===== src/wordGamePkg.sv =====
package wordGamePkg;

    // word geometry and game limits
    localparam int WORD_LEN     = 5;
    localparam int MAX_MISTAKES = 6;

    // one character code
    typedef logic [7:0] letter_t;

    // position within the word, 0 to WORD_LEN-1
    typedef logic [2:0] letterIdx_t;

    // bit i set once position i has been guessed
    typedef logic [WORD_LEN-1:0] foundMask_t;

    // hit or mistake counter
    typedef logic [2:0] count_t;

    // last scanned position
    localparam letterIdx_t LAST_IDX = letterIdx_t'(WORD_LEN - 1);

    // mistake count that turns the next miss into a loss
    localparam count_t LAST_MISTAKE = count_t'(MAX_MISTAKES - 1);

    typedef enum logic [2:0] {
        SETUP      = 3'd0,
        WAIT_GUESS = 3'd1,
        SCAN       = 3'd2,
        JUDGE      = 3'd3,
        WON        = 3'd4,
        LOST       = 3'd5
    } gameState_t;

endpackage


===== src/secretWordReg.sv =====
`timescale 1ns/100ps

module secretWordReg (
    input  logic                 clk,
    input  logic                 nRst,
    input  wordGamePkg::letter_t letterIn,
    input  logic                 loadLetter,
    input  logic                 clearWord,
    input  logic                 wordLocked,
    input  wordGamePkg::letterIdx_t letterSel,
    output wordGamePkg::letter_t letterOut,
    output logic                 wordValid
);
    import wordGamePkg::*;

    // five stored letters, index 0 is the oldest load
    letter_t word [WORD_LEN];

    // number of letters loaded, saturates at WORD_LEN
    letterIdx_t loadCount;

    logic loadEn;
    logic clearEn;

    // host strobes only count while the game is idle
    assign loadEn  = loadLetter && !wordLocked;
    assign clearEn = clearWord && !wordLocked;

    always_ff @(posedge clk, negedge nRst) begin
        if (!nRst) begin
            loadCount <= '0;
        end else if (clearEn) begin
            loadCount <= '0;
        end else if (loadEn && (loadCount != letterIdx_t'(WORD_LEN))) begin
            loadCount <= loadCount + 1'b1;
        end
    end

    // newest letter enters at the top and older ones move down,
    // so after five loads the first one sits at position 0
    always_ff @(posedge clk) begin
        if (loadEn && !clearEn) begin
            for (int i = 0; i < WORD_LEN - 1; i++) begin
                word[i] <= word[i+1];
            end
            word[WORD_LEN-1] <= letterIn;
        end
    end

    assign wordValid = (loadCount == letterIdx_t'(WORD_LEN));

    // letter under scan, straight from the array
    always_comb begin
        letterOut = '0;
        for (int i = 0; i < WORD_LEN; i++) begin
            if (letterSel == letterIdx_t'(i)) begin
                letterOut = word[i];
            end
        end
    end

    // the scanner in gameLogic must never step past the last letter
    selInRange: assert property (
        @(posedge clk) disable iff (!nRst)
        letterSel < letterIdx_t'(WORD_LEN)
    );

endmodule


===== src/gameLogic.sv =====
`timescale 1ns/100ps

module gameLogic (
    input  logic                    clk,
    input  logic                    nRst,
    input  wordGamePkg::letter_t    guess,
    input  logic                    guessStrobe,
    input  logic                    startGame,
    input  logic                    wordValid,
    input  wordGamePkg::letter_t    letterOut,
    output wordGamePkg::letterIdx_t letterSel,
    output logic                    wordLocked,
    output logic                    ready,
    output logic                    busy,
    output logic                    hit,
    output logic                    mistake,
    output logic                    won,
    output logic                    lost,
    output wordGamePkg::foundMask_t foundMask,
    output wordGamePkg::count_t     hitCount,
    output wordGamePkg::count_t     mistakeCount
);
    import wordGamePkg::*;

    gameState_t state;
    gameState_t nextState;

    // guess under scan
    letter_t guessReg;

    // set when the current guess matched any position
    logic matched;

    logic maskFull;
    logic guessTaken;

    assign maskFull   = &foundMask;
    assign guessTaken = (state == WAIT_GUESS) && guessStrobe;

    // next state
    always_comb begin
        nextState = state;
        case (state)
            SETUP: begin
                if (startGame && wordValid) begin
                    nextState = WAIT_GUESS;
                end
            end
            WAIT_GUESS: begin
                if (guessStrobe) begin
                    nextState = SCAN;
                end
            end
            SCAN: begin
                if (letterSel == LAST_IDX) begin
                    nextState = JUDGE;
                end
            end
            JUDGE: begin
                if (matched && maskFull) begin
                    nextState = WON;
                end else if (!matched && (mistakeCount == LAST_MISTAKE)) begin
                    // this miss is the sixth
                    nextState = LOST;
                end else begin
                    nextState = WAIT_GUESS;
                end
            end
            WON, LOST: begin
                if (startGame) begin
                    nextState = SETUP;
                end
            end
            default: begin
                nextState = SETUP;
            end
        endcase
    end

    always_ff @(posedge clk, negedge nRst) begin
        if (!nRst) begin
            state        <= SETUP;
            letterSel    <= '0;
            matched      <= 1'b0;
            foundMask    <= '0;
            hitCount     <= '0;
            mistakeCount <= '0;
            hit          <= 1'b0;
            mistake      <= 1'b0;
        end else begin
            state   <= nextState;
            // pulses last a single cycle
            hit     <= 1'b0;
            mistake <= 1'b0;

            case (state)
                SETUP: begin
                    // fresh round
                    if (nextState == WAIT_GUESS) begin
                        foundMask    <= '0;
                        hitCount     <= '0;
                        mistakeCount <= '0;
                    end
                end
                WAIT_GUESS: begin
                    if (guessStrobe) begin
                        letterSel <= '0;
                        matched   <= 1'b0;
                    end
                end
                SCAN: begin
                    // mask accumulates over the whole round
                    if (letterOut == guessReg) begin
                        foundMask[letterSel] <= 1'b1;
                        matched              <= 1'b1;
                    end
                    if (letterSel != LAST_IDX) begin
                        letterSel <= letterSel + 1'b1;
                    end
                end
                JUDGE: begin
                    if (matched) begin
                        hitCount <= hitCount + 1'b1;
                        hit      <= 1'b1;
                    end else begin
                        mistakeCount <= mistakeCount + 1'b1;
                        mistake      <= 1'b1;
                    end
                end
                default: begin
                end
            endcase
        end
    end

    // latched at the accepting edge and held through the scan
    always_ff @(posedge clk) begin
        if (guessTaken) begin
            guessReg <= guess;
        end
    end

    // status decoded from the state
    assign ready      = (state == SETUP) || (state == WAIT_GUESS);
    assign busy       = (state == SCAN) || (state == JUDGE);
    assign won        = (state == WON);
    assign lost       = (state == LOST);
    assign wordLocked = !((state == SETUP) || (state == WON) || (state == LOST));

    wonLostExclusive: assert property (
        @(posedge clk) disable iff (!nRst)
        !(won && lost)
    );

    busyReadyExclusive: assert property (
        @(posedge clk) disable iff (!nRst)
        !(busy && ready)
    );

endmodule


===== src/wordGameTop.sv =====
`timescale 1ns/100ps

module wordGameTop (
    input  logic                    clk,
    input  logic                    nRst,
    input  wordGamePkg::letter_t    letterIn,
    input  logic                    loadLetter,
    input  logic                    clearWord,
    input  logic                    startGame,
    input  wordGamePkg::letter_t    guess,
    input  logic                    guessStrobe,
    output logic                    ready,
    output logic                    busy,
    output logic                    hit,
    output logic                    mistake,
    output logic                    won,
    output logic                    lost,
    output wordGamePkg::foundMask_t foundMask,
    output wordGamePkg::count_t     hitCount,
    output wordGamePkg::count_t     mistakeCount
);
    import wordGamePkg::*;

    // scan path between the game logic and the word
    letterIdx_t letterSel;
    letter_t    letterOut;
    logic       wordValid;
    logic       wordLocked;

    secretWordReg u_secretWordReg (
        .clk        (clk),
        .nRst       (nRst),
        .letterIn   (letterIn),
        .loadLetter (loadLetter),
        .clearWord  (clearWord),
        .wordLocked (wordLocked),
        .letterSel  (letterSel),
        .letterOut  (letterOut),
        .wordValid  (wordValid)
    );

    gameLogic u_gameLogic (
        .clk          (clk),
        .nRst         (nRst),
        .guess        (guess),
        .guessStrobe  (guessStrobe),
        .startGame    (startGame),
        .wordValid    (wordValid),
        .letterOut    (letterOut),
        .letterSel    (letterSel),
        .wordLocked   (wordLocked),
        .ready        (ready),
        .busy         (busy),
        .hit          (hit),
        .mistake      (mistake),
        .won          (won),
        .lost         (lost),
        .foundMask    (foundMask),
        .hitCount     (hitCount),
        .mistakeCount (mistakeCount)
    );

endmodule


===== config.mk =====
export PLATFORM = sky130hd
export DESIGN_NAME = wordGameTop
export DESIGN_NICKNAME = d
export VERILOG_FILES = /design/src/wordGamePkg.sv /design/src/secretWordReg.sv /design/src/gameLogic.sv /design/src/wordGameTop.sv
export SDC_FILE = /design/constraint.sdc
export NUM_CORES = 1
export LEC_CHECK = 0
export ABC_AREA = 1
export ABC_CLOCK_PERIOD_IN_PS = 4900
export BUFFER_PORTS_ARGS = -buffer_cell sky130_fd_sc_hd__buf_4
export CORE_UTILIZATION = 28
export CTS_CLUSTER_DIAMETER = 200
export DETAILED_ROUTE_END_ITERATION = 8
export GPL_TIMING_DRIVEN = 0
export PLACE_DENSITY = 0.49
export REMOVE_ABC_BUFFERS = 1
export SLEW_MARGIN = 0
export SYNTH_ARGS = -nofsm -noshare
export SYNTH_HDL_FRONTEND = slang
export SYNTH_SLANG_ARGS = --single-unit

===== constraint.sdc =====
create_clock -name clk -period 4.9 [get_ports clk]
set_input_delay 0.49 -clock clk [delete_from_list [all_inputs] [get_ports clk]]
set_output_delay 0.49 -clock clk [all_outputs]
set_load 0.05 [all_outputs]

==> tab_implementation.tex <==
\begin{tabular}{lr}
\hline
Metric & Value \\
\hline
\multicolumn{2}{l}{\textbf{Logic synthesis}} \\
Sequential area share after synthesis & 57.8\% \\
Number of cells produced by synthesis & 376 \\
Synth area leaders & sky130\_fd\_sc\_hd\_\_edfxtp\_1, sky130\_fd\_sc\_hd\_\_dfrtp\_1, sky130\_fd\_sc\_hd\_\_nand2\_1 \\
Synth Cell Area & 3490 um2 \\
Most numerous cell types in the synthesized netlist & sky130\_fd\_sc\_hd\_\_nand2\_1, sky130\_fd\_sc\_hd\_\_inv\_1, sky130\_fd\_sc\_hd\_\_edfxtp\_1 \\
Post-synthesis sequential element count & 71 \\
Mean instance size in the synthesized netlist & 9.28 um2 \\
Most frequent cell after synthesis & sky130\_fd\_sc\_hd\_\_nand2\_1 \\
Share of flip-flops with an asynchronous set or reset & 32.4\% \\
Area share of the largest cell type after synthesis & 41.3\% \\
Number of distinct library cell variants in the gate-level netlist after synthesis & 36 \\
EDFF count, synth & 48 \\
Yosys warns & 0 \\
Cell accounting for the most synthesized area & sky130\_fd\_sc\_hd\_\_edfxtp\_1 \\
Most common flop cell mapped by yosys & sky130\_fd\_sc\_hd\_\_edfxtp\_1 \\
\multicolumn{2}{l}{\textbf{Routing}} \\
Number of antenna-violating nets in the routed design & 0 \\
DRT iter0 DRCs & 95 \\
DRC Markers & 0 \\
Detailed-route wire length & 6930 um \\
Average routed wire per standard cell & 11.7 um \\
Highest Signal Layer & met4 \\
Sum of routed wire segments on met1 & 3310 um \\
Vias & 2538 \\
Total met2 wirelength after detailed routing & 3290 um \\
DR pass1 iterations & 5 \\
Via count normalized by instance count & 4.28 \\
Met3 WL & 226 um \\
\multicolumn{2}{l}{\textbf{Floorplan}} \\
Top Ports & 39 \\
Starting Density & 28.9\% \\
Die outline width & 114 um \\
Die H & 114 um \\
Site Rows & 40 \\
DIE AREA & 12900 um2 \\
Placeable core region & 12100 um2 \\
\multicolumn{2}{l}{\textbf{Clock tree}} \\
Quantity of hold-fixing buffers added after cts & 0 \\
Latest clock arrival within the worst-skew pair & 0.33 ns \\
CTS Buf Count & 9 \\
Clock transition at the registers of the reported paths & 0.06 ns \\
Clk Tree Root Cell & sky130\_fd\_sc\_hd\_\_clkbuf\_16 \\
Clock Path Buffers & 2 \\
Clock tree from TritonCTS & yes \\
CTS sink cnt & 71 \\
CTS HTree Levels & 3 \\
Resize count post-CTS & 0 \\
Post-CTS Repair Setup Buffers & 0 \\
\multicolumn{2}{l}{\textbf{Pwr}} \\
Pwr Density & 552 nW/um2 \\
Post-layout power & 2.35 mW \\
Peak VDD IR & 0.197 mV \\
Leakage dissipation & 1.95 nW \\
\multicolumn{2}{l}{\textbf{Setup path}} \\
CP Launch Point & u\_gameLogic.letterSel[2] \\
Kind of critical path & reg -> reg \\
Cell breakdown of the critical path & inv\_4 > ha\_1 > inv\_2 > o21ai\_0 > clkinv\_1 > nand2\_1 > nand2\_1 > nand2\_1 > nand2\_1 > nand2\_1 > nand2\_1 > nor2\_2 > nand3\_2 > nand3\_1 > nand2\_1 \\
Kind of cell with the highest combined delay on the critical path & simple AND/OR/NAND/NOR gates \\
Number of buffers and inverters on the critical path & 3 \\
Nature of the critical path endpoint & flip-flop \\
Critical-path top delay cell & sky130\_fd\_sc\_hd\_\_dfrtp\_1 \\
Required arrival time at the worst endpoint & 5.11 ns \\
Worst endpoint data arrival time & 2.68 ns \\
Kind of start point of the critical path & flip-flop \\
Delay contributed by the slowest stage of the critical path & 0.52 ns \\
Reg2Reg Launch Point & u\_gameLogic.letterSel[2] \\
Peak fanout along the critical path & 11 \\
Most Frequent Cell on Critical Path & sky130\_fd\_sc\_hd\_\_nand2\_1 \\
\multicolumn{2}{l}{\textbf{GRT}} \\
Largest net degree at the start of global routing & 32 \\
First-pass GRT wire length & 11800 um \\
Number of antenna violations at the first check in global routing & 0 \\
Via count of the first global-routing pass & 2414 \\
Global router's overall resource usage & 11.8\% \\
Total global routing overflow & 0 \\
\multicolumn{2}{l}{\textbf{STA}} \\
Final clock skew & 0.00901 ns \\
Endpoints failing hold & 0 \\
Worst hold-check slack & 0.0520 ns \\
Worst rel slew slack & 42.7\% \\
Endpoints failing setup & 0 \\
Slew Viols, Final & 0 \\
Clock period minus final worst setup slack & 2.47 ns \\
Least-Margin Pin Slew & 0.856 ns \\
Setup slack of the critical path after layout & 2.43 ns \\
Part of the cycle the worst path needs & 50.4\% \\
Final TNS setup & 0 ns \\
Fmax achieved & 405 MHz \\
Setup repair after global routing missed its margin & no \\
\multicolumn{2}{l}{\textbf{Cells and area}} \\
Proportion of layout cells with a drive suffix above 1 & 18.6\% \\
Fin util & 35.3\% \\
Diode insertion count for antenna repair & 0 \\
Post-synthesis to final-layout area growth & 21.9\% \\
Nets@finish & 452 \\
\multicolumn{2}{l}{\textbf{Placement}} \\
Place WS & 2.39 ns \\
Final weighted congestion of routability-driven global placement & 0.784 \\
Post-DP HPWL & 5020 um \\
Number of buffers inserted by port buffering & 38 \\
\multicolumn{2}{l}{\textbf{Status}} \\
Result of the run & finished clean \\
\multicolumn{2}{l}{\textbf{Job}} \\
Max-cap violations & 0 \\
\multicolumn{2}{l}{\textbf{Worst hold path}} \\
Path class of the lowest-slack min-delay path & in -> async \\
\hline
\end{tabular}
-- placed cells by master, fill, tap and decap left out, drive strengths merged --
cell,count
a21o,1
a21oi,5
a22o,1
a31o,1
a31oi,3
and3,1
buf,39
bufinv,1
clkbuf,9
clkinv,8
clkinvlp,1
dfrtp,23
edfxtp,48
ha,10
inv,61
nand2,105
nand3,38
nand3b,2
nand4,5
nor2,27
nor3,2
nor4,1
o2111ai,1
o21ai,17
o22ai,2
o31ai,3
or2,8
xor2,2
-- final timing paths --
check / slack (ns) / cells past startpoint / endpoint
min in group clk: 0.34 / 1 / u_secretWordReg.word[0][36]
worst max register to register: 2.43 / 15 / u_gameLogic.foundMask[4]
worst min-delay path: 0.05 / 1 / u_gameLogic.foundMask[3]
max in group asynchronous: 4.61 / 1 / u_gameLogic.mistakeCount[2]
worst max-delay path: 2.43 / 15 / u_gameLogic.foundMask[4]
worst min register to register: 0.44 / 0 / u_secretWordReg.word[0][26]
-- logic make-up after synthesis --
group,share of synthesized area [%]
simple gates,24.0
xor+xnor,0.502
compound gates,5.77
flops,57.8
buf+inv,8.35
fa+ha+maj,3.59
-- through the flow --
stage,area (um2),instances
after CTS,4250,593
after global placement,3940,576
after floorplan,3440,370
after global routing,4250,593
after detailed placement,3960,577
final,4250,593
-- per-layer routing --
metal  track usage [%]  up-vias
li1                  -     1319
met1              16.0     1169
met2              18.2       42
met3              2.60        8
met4              5.09        0
met5                 0        -
-- final cells by class --
| type | instances | area (um2) |
|---|---|---|
| tap | 168 | 210 |
| sequential | 71 | 2020 |
| inverter | 64 | 243 |
| fill | 1250 | 7810 |
| clock inverter | 7 | 63.8 |
| timing repair buffer | 39 | 305 |
| multi-input combinational | 235 | 1190 |
| clock buffer | 9 | 225 |
-- state kept, by name (all words and copies together), names as in the netlist --
register	count
u_gameLogic.letterSel	3
u_secretWordReg.word	40
u_gameLogic.guessReg	8
u_gameLogic.mistakeCount	3
u_gameLogic.hit	1
u_gameLogic.foundMask	5
u_gameLogic.mistake	1
u_gameLogic.state	3
u_gameLogic.hitCount	3
u_secretWordReg.loadCount	3
u_gameLogic.matched	1
-- worst reg2reg max path: cells and delay by family, from the launching register on --
kind                       cells  cell delay, ns
and+or+nand+nor               10            0.88
DFF                            1            0.52
adders and majority gates      1            0.43
buffers and inverters          3            0.42
AOI/OAI and AO/OA              1            0.11
-- power breakdown --
part / leakage (nW) / internal, mW / switching, mW
Sequential: 0.744 / 0.748 / 0.0669
Clock: 0.140 / 0.389 / 0.238
Combinational: 1.06 / 0.288 / 0.619
Power figures use the tool's default switching activity.
